===== src/rtl/line_code_pkg.sv =====
package line_code_pkg;

    localparam int word_width      = 8;                   // Bits sent per word
    localparam int bit_index_width = $clog2(word_width);  // Enough to count the bits left

    typedef logic [word_width-1:0]      data_word_t;      // Word as given by the host
    typedef logic [bit_index_width-1:0] bit_index_t;      // Bits still to send after this one

    // The serializer is either waiting for a word or walking through one
    typedef enum logic {
        ser_idle,    // Waiting for send
        ser_sending  // One waveform per bit, MSB first
    } ser_state_t;

endpackage


===== src/rtl/waveform_pkg.sv =====
package waveform_pkg;

    // Phase lengths are counted in clock cycles, so this sets the longest phase
    localparam int count_width = 8;

    typedef logic [count_width-1:0] phase_count_t; // Length of one phase in cycles

    // Every waveform is one low and one high phase, in either order.
    // The encodings 5 to 7 are never reached.
    typedef enum logic [2:0] {
        idle        = 3'd0, // No waveform, output low
        low_first   = 3'd1, // Low phase of a waveform that started low
        high_second = 3'd2, // High phase that closes a low-first waveform
        high_first  = 3'd3, // High phase of a waveform that started high
        low_second  = 3'd4  // Low phase that closes a high-first waveform
    } gen_state_t;

endpackage


===== src/rtl/bit_serializer.sv =====
module bit_serializer (
    input  logic                     clock,
    input  logic                     arst_n,
    input  logic                     send,        // One-cycle pulse with a new word
    input  line_code_pkg::data_word_t data,        // Word to send, valid with send
    input  logic                     finish,      // Generator ended a bit's waveform
    output logic                     start,       // Begin the waveform of the next bit
    output logic                     first_phase, // Bit value for that waveform
    output logic                     busy,        // A word is on the line
    output logic                     word_done    // Last bit of the word has ended
);

    localparam int msb = line_code_pkg::word_width - 1;

    line_code_pkg::ser_state_t state;
    line_code_pkg::bit_index_t bits_left;  // Bits still to follow the one on the line
    line_code_pkg::data_word_t shift_word; // Remaining bits, next one in the MSB

    logic accept;  // A send that is taken
    logic advance; // A bit ends and another one follows

    always_comb begin
        accept    = send && (state == line_code_pkg::ser_idle); // Sends while busy are dropped
        advance   = finish && (state == line_code_pkg::ser_sending) && (bits_left != '0);
        word_done = finish && (state == line_code_pkg::ser_sending) && (bits_left == '0);
        start     = accept || advance; // Finish loops straight back to start
        busy      = (state == line_code_pkg::ser_sending);
    end

    // The first bit is taken straight from the host so that start and its bit
    // reach the generator in the send cycle
    always_comb begin
        if (state == line_code_pkg::ser_idle) begin
            first_phase = data[msb];
        end else begin
            first_phase = shift_word[msb];
        end
    end

    always_ff @(posedge clock or negedge arst_n) begin
        if (!arst_n) begin
            state     <= line_code_pkg::ser_idle;
            bits_left <= '0;
        end else if (accept) begin
            state     <= line_code_pkg::ser_sending;
            bits_left <= line_code_pkg::bit_index_t'(msb); // MSB already on its way
        end else if (advance) begin
            bits_left <= bits_left - 1'b1;
        end else if (word_done) begin
            state     <= line_code_pkg::ser_idle; // busy drops in the next cycle
        end
    end

    // The MSB leaves with the send itself, so only the remaining bits are kept
    always_ff @(posedge clock) begin
        if (accept) begin
            shift_word <= {data[msb-1:0], 1'b0};
        end else if (advance) begin
            shift_word <= {shift_word[msb-1:0], 1'b0}; // Next bit moves up to the MSB
        end
    end

endmodule


===== src/rtl/duty_cycle_generator.sv =====
module duty_cycle_generator (
    input  logic                      clock,
    input  logic                      arst_n,
    input  logic                      start,       // One-cycle pulse, begins a waveform
    input  logic                      first_phase, // 1 puts the high phase first
    input  waveform_pkg::phase_count_t high_cycles, // Length of the high phase
    input  waveform_pkg::phase_count_t low_cycles,  // Length of the low phase
    output logic                      finish,      // High in the last cycle of a waveform
    output logic                      wave         // The generated waveform
);

    waveform_pkg::gen_state_t state;      // Phase being output now
    waveform_pkg::gen_state_t state_next;

    logic                      phase_done; // Counter is in the last cycle of the phase
    logic                      load;       // Entering a phase this cycle
    waveform_pkg::phase_count_t load_count; // Length of the phase being entered
    logic                      high_next;  // Next phase is a high one

    phase_counter phase_duration (
        .clock      (clock),
        .arst_n     (arst_n),
        .load       (load),
        .load_count (load_count),
        .last_cycle (phase_done)
    );

    // Actions, independent of state
    logic start_low;  // Start with the low phase first
    logic start_high; // Start with the high phase first

    always_comb begin
        start_low  = start && !first_phase;
        start_high = start &&  first_phase;
    end

    // Edges of the state diagram.
    // Both second phases behave alike when they end, so they share one set.
    logic idle_start_low;    // Idle, begin a low-first waveform
    logic idle_start_high;   // Idle, begin a high-first waveform
    logic low_done_to_high;  // Low first phase ends, high phase follows
    logic high_done_to_low;  // High first phase ends, low phase follows
    logic second_done;       // Either second phase ends
    logic second_start_low;  // Second phase ends and a low-first waveform follows at once
    logic second_start_high; // Same, for a high-first waveform
    logic second_stop;       // Second phase ends and nothing follows

    always_comb begin
        idle_start_low    = (state == waveform_pkg::idle)       && start_low;
        idle_start_high   = (state == waveform_pkg::idle)       && start_high;
        low_done_to_high  = (state == waveform_pkg::low_first)  && phase_done;
        high_done_to_low  = (state == waveform_pkg::high_first) && phase_done;
        second_done       = ((state == waveform_pkg::high_second) ||
                             (state == waveform_pkg::low_second)) && phase_done;
        second_start_low  = second_done && start_low;
        second_start_high = second_done && start_high;
        second_stop       = second_done && !start;
    end

    // Next state from the edges. At most one edge is active in any cycle
    always_comb begin
        state_next = state; // Stay put until the phase runs out
        if (idle_start_low || second_start_low) begin
            state_next = waveform_pkg::low_first;
        end
        if (idle_start_high || second_start_high) begin
            state_next = waveform_pkg::high_first;
        end
        if (low_done_to_high) begin
            state_next = waveform_pkg::high_second;
        end
        if (high_done_to_low) begin
            state_next = waveform_pkg::low_second;
        end
        if (second_stop) begin
            state_next = waveform_pkg::idle; // Line goes low and waits
        end
    end

    // Every edge except the stop enters a new phase and reloads the counter
    always_comb begin
        load       = idle_start_low || idle_start_high || second_start_low ||
                     second_start_high || low_done_to_high || high_done_to_low;
        high_next  = (state_next == waveform_pkg::high_first) ||
                     (state_next == waveform_pkg::high_second);
        load_count = high_next ? high_cycles : low_cycles;
    end

    always_ff @(posedge clock or negedge arst_n) begin
        if (!arst_n) begin
            state <= waveform_pkg::idle;
            wave  <= 1'b0;
        end else begin
            state <= state_next;
            wave  <= high_next; // Follows the state register, so no decode glitches
        end
    end

    // The last cycle of the second phase ends the waveform.
    // A caller that loops this back to start gets back-to-back waveforms.
    assign finish = second_done;

endmodule


===== src/rtl/manchester_transmitter.sv =====
module manchester_transmitter (
    input  logic                      clock,
    input  logic                      arst_n,
    input  logic                      send,        // One-cycle pulse, takes data
    input  line_code_pkg::data_word_t  data,        // Word to send, MSB first
    input  waveform_pkg::phase_count_t high_cycles, // Equal counts give Manchester code
    input  waveform_pkg::phase_count_t low_cycles,  // Both must be 1 or more
    output logic                      line_out,    // Encoded line
    output logic                      busy,        // Word in progress
    output logic                      word_done    // Pulse in the last cycle of a word
);

    logic start;       // Serializer asks for a waveform
    logic first_phase; // Bit value of that waveform
    logic finish;      // Generator ended a waveform

    // Walks through the word and keeps the generator fed
    bit_serializer serializer_i (
        .clock       (clock),
        .arst_n      (arst_n),
        .send        (send),
        .data        (data),
        .finish      (finish),
        .start       (start),
        .first_phase (first_phase),
        .busy        (busy),
        .word_done   (word_done)
    );

    // One two-phase waveform per bit, restarted on its own finish while
    // bits remain, so consecutive bits join without a gap
    duty_cycle_generator generator_i (
        .clock       (clock),
        .arst_n      (arst_n),
        .start       (start),
        .first_phase (first_phase),
        .high_cycles (high_cycles),
        .low_cycles  (low_cycles),
        .finish      (finish),
        .wave        (line_out)
    );

endmodule


===== src/rtl/phase_counter.sv =====
module phase_counter (
    input  logic                      clock,
    input  logic                      arst_n,
    input  logic                      load,       // Start a new phase
    input  waveform_pkg::phase_count_t load_count, // Length of that phase
    output logic                      last_cycle  // High in the final cycle of the phase
);

    // A count of one marks the last cycle, so a phase of N cycles runs N down to 1
    localparam waveform_pkg::phase_count_t count_one =
        {{(waveform_pkg::count_width-1){1'b0}}, 1'b1};

    waveform_pkg::phase_count_t count; // Cycles left in the current phase

    // Counting stops at zero, which is where the counter rests while the
    // generator is idle
    always_ff @(posedge clock or negedge arst_n) begin
        if (!arst_n) begin
            count <= '0;
        end else if (load) begin
            count <= load_count; // First cycle of the phase shows the full length
        end else if (count != '0) begin
            count <= count - 1'b1;
        end
    end

    // Decoded straight from the register, so the generator sees it in the same
    // cycle and can switch phase with no idle cycle in between
    assign last_cycle = (count == count_one);

endmodule


===== config.mk =====
export PLATFORM = sky130hd
export DESIGN_NAME = manchester_transmitter
export DESIGN_NICKNAME = d
export VERILOG_FILES = /design/src/rtl/line_code_pkg.sv /design/src/rtl/waveform_pkg.sv /design/src/rtl/bit_serializer.sv /design/src/rtl/duty_cycle_generator.sv /design/src/rtl/manchester_transmitter.sv /design/src/rtl/phase_counter.sv
export SDC_FILE = /design/constraint.sdc
export NUM_CORES = 1
export LEC_CHECK = 0
export BUFFER_PORTS_ARGS = -buffer_cell sky130_fd_sc_hd__buf_2
export CAP_MARGIN = 25
export CORE_UTILIZATION = 50
export DETAILED_ROUTE_END_ITERATION = 8
export PLACE_DENSITY = 0.74
export SYNTH_ARGS = -nofsm -noshare
export SYNTH_HDL_FRONTEND = slang
export SYNTH_SLANG_ARGS = --single-unit

===== constraint.sdc =====
create_clock -name clock -period 3.7 [get_ports clock]
set_input_delay 0 -clock clock [delete_from_list [all_inputs] [get_ports clock]]
set_output_delay 0 -clock clock [all_outputs]
set_load 0.01 [all_outputs]

* Yosys cells after proc, flatten, opt, wreduce, memory -nomap -nowiden
Cells that the tools add are included.
** Storage, ports and cells
- Word-level logic and storage cells :: 67
- Input bits :: 27
- Bits in registers :: 23
- Output and inout port bits :: 3
** Operators by class
- $add $sub $neg :: 2
- Eq/ne operators :: 8
- Muxes and demuxes :: 16
- Reduce and logical (&&, ||, !) cells :: 34
- Bitwise operators :: 1
** Operator list (count)
- 8-bit 2-to-1 mux :: 5
- 3-bit 2-to-1 mux :: 7
- 1-bit logical AND :: 14
- 3-bit by 2-bit == test with 1-bit output, second input constant :: 4
- 1-bit logical OR :: 10
- 8-bit by 1-bit == test with 1-bit output, second input constant :: 1
- 8-bit nonzero test :: 1
- 8-bit by 1-bit subtractor with 8-bit output, second input constant :: 1
- 3-bit logical NOT :: 2
- 2-bit nonzero test :: 3
- 1-bit 2-to-1 mux :: 4
- 3-bit by 1-bit == test with 1-bit output, second input constant :: 1
- 3-bit == test, second input constant :: 1
- 3-bit nonzero test :: 1
- 3-bit by 1-bit subtractor with 3-bit output, second input constant :: 1
- 1-bit logical NOT :: 2
- 2-bit by 1-bit inequality test with 1-bit output, second input constant :: 1
- 2-bit AND reduction :: 1
- 1-bit inverter :: 1

* Logic depth before layout (Yosys ltp)
- Depth in word-level cells :: 18
- Depth in mapped cells :: 9
- Gate-level depth less buffers :: 8

* By module
From an unflattened synthesis, not the netlist that was laid out.
** Second synthesis, totals
- Cell total of the unflattened synthesis :: 139
- Area, all modules :: 1492.7 sq um
** By module, submodules not included
- bit_serializer :: cells each 41, seq. area each 310.3 sq um, area each 565.5 sq um, times used 1
- phase_counter :: cells each 61, seq. area each 200.2 sq um, area each 540.5 sq um, times used 1
- duty_cycle_generator :: cells each 37, seq. area each 100.1 sq um, area each 386.6 sq um, times used 1

* Least setup slack after synthesis
No wires, ideal clock.
- Kind :: register to register
- Start point :: register generator_i.phase_duration.count[5]
- End point :: register serializer_i.shift_word[1], enable pin
- Data required time :: 3.372 ns
- Path buffers :: 1
- Arrival :: 1.689 ns
- Cell stages (with the launch flop) :: 7
- Setup slack :: 1.683 ns
- Clock period less this slack :: 2.017 ns
- Library setup time :: 0.328 ns
- Path through :: dfrtp_1 nor4_4 nand2b_1 buf_6 nor3_1 nand3_1 nand2b_1
** On the way
- Word-level cells in the longest chain between the ends :: 5
** RTL lines
- start, declared :: RTL line phase_counter.sv:13 : waveform_pkg::phase_count_t count;
- start signal, assigned :: RTL line phase_counter.sv:21 : count <= load_count;
- start signal, assigned :: RTL line phase_counter.sv:23 : count <= count - 1'b1;
- 8-bit by 1-bit == test with 1-bit output :: RTL line phase_counter.sv:29 : assign last_cycle = (count == count_one);
- 1-bit logical AND :: RTL line duty_cycle_generator.sv:54 : (state == waveform_pkg::low_second)) && phase_done;
- 1-bit logical AND (2 in series) :: RTL line bit_serializer.sv:24 : advance = finish && (state == line_code_pkg::ser_sending) && (bits_left != '0);
- 2-bit nonzero test (no line)
- end signal, assigned :: RTL line bit_serializer.sv:57 : shift_word <= {data[msb-1:0], 1'b0};
- end signal, assigned :: RTL line bit_serializer.sv:59 : shift_word <= {shift_word[msb-1:0], 1'b0};
- end, declared :: RTL line bit_serializer.sv:17 : line_code_pkg::data_word_t shift_word;
Every way passes these cells.
A chain may end at the register's enable or synchronous reset.

* Worst setup path in the final report
- Start point :: register serializer_i.state (netlist: serializer_i.busy)
- End point :: register generator_i.phase_duration.count[2]
** On the way
- Word-level cells in the longest chain between the ends :: 15
- Elaborated cells on any way between the ends :: 33
- Classes of those cells :: eq/ne: 2; mux: 8; bitwise: 1; reduce/logical: 22
** RTL lines
- start, declared :: RTL line bit_serializer.sv:15 : line_code_pkg::ser_state_t state;
- start signal, assigned :: RTL line bit_serializer.sv:42 : state <= line_code_pkg::ser_idle;
- start signal, assigned :: RTL line bit_serializer.sv:45 : state <= line_code_pkg::ser_sending;
- start signal, assigned :: RTL line bit_serializer.sv:50 : state <= line_code_pkg::ser_idle;
- 1-bit logical AND / 1-bit inverter (equally long branches)
- 1-bit logical AND, on equally long branches :: RTL line bit_serializer.sv:24, bit_serializer.sv:23
- 1-bit logical OR :: RTL line bit_serializer.sv:26 : start = accept || advance;
- 1-bit logical AND :: RTL line duty_cycle_generator.sv:33 : start_low = start && !first_phase;
- 1-bit logical AND, on equally long branches :: RTL line duty_cycle_generator.sv:49, duty_cycle_generator.sv:55
- 1-bit logical OR :: RTL line duty_cycle_generator.sv:63 : if (idle_start_low || second_start_low) begin
- 3-bit 2-to-1 mux :: RTL line duty_cycle_generator.sv:63
- 3-bit 2-to-1 mux :: RTL line duty_cycle_generator.sv:66 : if (idle_start_high || second_start_high) begin
- 3-bit 2-to-1 mux :: RTL line duty_cycle_generator.sv:69 : if (low_done_to_high) begin
- 3-bit 2-to-1 mux :: RTL line duty_cycle_generator.sv:72 : if (high_done_to_low) begin
- 3-bit 2-to-1 mux :: RTL line duty_cycle_generator.sv:75 : if (second_stop) begin
- 3-bit by 2-bit == test with 1-bit output, on equally long branches :: RTL line duty_cycle_generator.sv:84, duty_cycle_generator.sv:85
- 1-bit logical OR :: RTL line duty_cycle_generator.sv:84 : high_next = (state_next == waveform_pkg::high_first) ||
- 8-bit 2-to-1 mux :: RTL line duty_cycle_generator.sv:86 : load_count = high_next ? high_cycles : low_cycles;
- 8-bit 2-to-1 mux :: RTL line phase_counter.sv:20 : end else if (load) begin
Parallel ways exist; a longest one is shown, timed or not.

==> metrics.csv <==
metric,value,unit
synthMuxAreaShare,6.62,%
yosysSeqAreaShare,41.4,%
synth_edf_count,7,
net-switching-power,0.399,mW
rsz0062_at_grt,false,
cp_top_family,compound AO/OA/AOI/OAI gates,
setup_violations,0,
wirelength,3340,microns
syn_inst,137,
overflow,0,
worst_skew_pair.late_latency,0.31,ns
antenna_found_initial,0,
drc_errors,0,
die_width,56.3,microns
pin_count,30,
synth_cell_type_count,46,
tightest_slew,0.774,ns
synth_compound_area_share,19.4,%
fin_crit,3.00,ns
post-place-ws,1.19,ns
p_int,0.655,mW
dieArea,3170,sq um
post_cts.repair.setup_buffers,0,
critPathKind,reg2reg,
fin_crit_sh,81.1,%
place_congestion,0.852,
rows,19,
vdd_drop_max,531,uV
antenna_cells,0,
synthAdderAreaFrac,4.24,%
dr.pass1.iters,4,
cts_resized,0,
ant_nets,0,
leakage,0.744,nW
fin_tns_setup,0,ns
vias,1290,
min-delay-path-class,in2reg,
grt_pass1_wl,5640,microns
grt_pass1_vias,1292,
viasPerCell,5.86,
cts_tree,built,
io_buffers,29,
finalMaxSlewViolations,0,
fmax,333,MHz
nets,222,
comb_power_share,48.1,%
cp-end-kind,flip-flop,
htreeDepth,1,
synth_area,1470,sq um
die_y,56.3,microns
start_kind,flip-flop,
cp_num_buf_inv,1,
drive_gt1_share,27.0,%
first_iter_violations,65,
placed_area,1630,sq um
yosysWarnings,0,
track_usage,22.5,%
path_cells,nor2b_2 -> o2111ai_2 -> o21a_1 -> o21ai_0 -> o221ai_1 -> dlygate4sd3_1,
status,finished clean,
powerDensity,557,nW/um^2
synth_top_family_by_area,compound AO/OA/AOI/OAI gates,
async_flop_share,69.6,%
power,1.05,mW
initial_utilization,53.0,%
skew,0.00639,ns
critPathSlowestCell,o21ai_0,
cts_sinks,23,
ys_ff_latch,23,
synth_xor_area_share,4.75,%
root_buffer,clkbuf_4,
dpl.hpwl,2280,microns
wl_per_cell,15.2,microns
max_stage_delay,0.61,ns
synthesis.nets,169,
slew_headroom,47.9,%
maxCapViolCount,0,
synthToLayoutAreaGrowth,28.4,%
synth_area_per_cell,10.8,sq um
p_seq_share,40.5,%
hold_viol_final,0,
arrival,3.21,ns
numCtsBuffers,3,
clock_path_buffers,2,
yosys.area_share.simple,19.4,%
cts.reportedPaths.clkPinSlew,0.13,ns
final_cell_area,1890,sq um
core-area,2780,sq um
cp_max_fo,14,
setup_ws,0.701,ns
p_clk_share,11.4,%
crit_required,3.91,ns
ys.flop_type,dfrtp_1,
grt_max_degree,18,
switching_share,37.9,%
[synthesized netlist by cell type (2+ instances only)]
cell | number | area, sq um
dfrtp_1 | 16 | 400
o211ai_1 | 10 | 75.1
inv_1 | 8 | 30.0
nor2_1 | 8 | 30.0
edfxtp_1 | 7 | 210
nand4_1 | 7 | 43.8
mux2_2 | 6 | 67.6
nand2_1 | 6 | 22.5
ha_1 | 5 | 62.6
o21ai_0 | 5 | 25.0
xnor2_1 | 5 | 43.8
a31oi_1 | 4 | 25.0
nor3_1 | 4 | 20.0
mux2i_1 | 3 | 30.0
nand3_1 | 3 | 15.0
nor2b_1 | 3 | 18.8
xor2_1 | 3 | 26.3
buf_2 | 2 | 10.0
nand2b_1 | 2 | 12.5
nor4bb_1 | 2 | 20.0
o21a_1 | 2 | 15.0
o221ai_1 | 2 | 17.5
[cell usage in the layout (no fill, tap or decap), drive strengths merged, types with 2 or more instances in the layout]
| cell | instances |
|---|---|
| nor3 | 4 |
| nor2b | 4 |
| o21ai | 5 |
| nor4bb | 2 |
| nand2 | 6 |
| nand3 | 3 |
| edfxtp | 7 |
| o221ai | 2 |
| clkbuf | 4 |
| xnor2 | 5 |
| o211ai | 10 |
| dfrtp | 16 |
| buf | 29 |
| o21a | 2 |
| xor2 | 3 |
| a31oi | 4 |
| nor2 | 9 |
| nand2b | 2 |
| a21oi | 2 |
| nand4 | 7 |
| dlygate4sd3 | 24 |
| ha | 5 |
| inv | 8 |
| mux2 | 6 |
| mux2i | 3 |
[cell type report]
| class | count | area, sq um |
|---|---|---|
| Sequential cell | 23 | 611 |
| Multi-Input combinational cell | 101 | 801 |
| Timing Repair Buffer | 53 | 385 |
| Clock buffer | 4 | 26.3 |
| Fill cell | 209 | 890 |
| Inverter | 8 | 30.0 |
| Tap cell | 31 | 38.8 |
[state kept, by name, summed over array words and instances (netlist names)]
| name | count |
|---|---|
| generator_i.phase_duration.count | 8 |
| generator_i.state | 3 |
| generator_i.wave | 1 |
| serializer_i.bits_left | 3 |
| serializer_i.busy | 1 |
| serializer_i.shift_word | 7 |
[worst register-to-register path: cells and delay by family, from the launching register on]
kind | cells | cell delay, ns
DFF | 1 | 0.50
and+or+nand+nor | 1 | 0.50
AOI/OAI and AO/OA | 4 | 1.31
buffers and inverters | 1 | 0.60
[power by group through the flow]
stage | registers [mW] | clock network [mW] | logic (mW)
global placement | 0.429 | 0 | 0.376
finish | 0.427 | 0.120 | 0.507
floorplan | 0.412 | 0 | 0.311
global route | 0.441 | 0.130 | 0.557
CTS | 0.427 | 0.123 | 0.497
detailed placement | 0.433 | 0 | 0.385
[worst paths after layout]
| path | startpoint | to | slack, ns | cells past startpoint |
|---|---|---|---|---|
| max | serializer_i.busy | generator_i.phase_duration.count[2] | 0.70 | 6 |
| min | data[3] | serializer_i.shift_word[4] | 0.007 | 2 |
| max reg2reg | serializer_i.busy | generator_i.phase_duration.count[2] | 0.70 | 6 |
| min reg2reg | serializer_i.bits_left[1] | serializer_i.bits_left[1] | 0.57 | 2 |
| max in group asynchronous | arst_n | serializer_i.bits_left[2] | 3.29 | 2 |
| min in group asynchronous | arst_n | generator_i.phase_duration.count[1] | 0.12 | 2 |
[cells by family (layout without fill, tap and decap cells)]
kind of cell / after synthesis / after routing
fa+ha+maj: 5 / 5
mux: 9 / 9
compound gates: 33 / 33
simple gates: 46 / 46
buf+inv: 13 / 65
flops: 23 / 23
xor+xnor: 8 / 8
[metal layers]
layer	GRT usage [%]	routed length (microns)	vias to the layer above
met5	0	0	-
li1	-	-	621
met1	30.5	1510	620
met4	4.88	32	0
met3	3.23	156	4
met2	38.4	1640	45
[metrics by stage]
stage | utilization [%] | instances | hold WS (ns)
6_report | 68.0 | 220 | 0.00695
3_5_place_dp | 58.4 | 192 | -0.0585
2_1_floorplan | - | 137 | -0.296
4_1_cts | 68.0 | 220 | 0.000522
3_3_place_gp | 58.4 | 192 | -0.0633
5_1_grt | 68.0 | 220 | 0.000322
[repair_timing]
action                     in CTS  in global routing
hold buffers                   24                  0
hold endpoints to repair       31                  0
setup endpoints to repair       0                  0
Note: power is estimated with default switching activity, not from simulation.
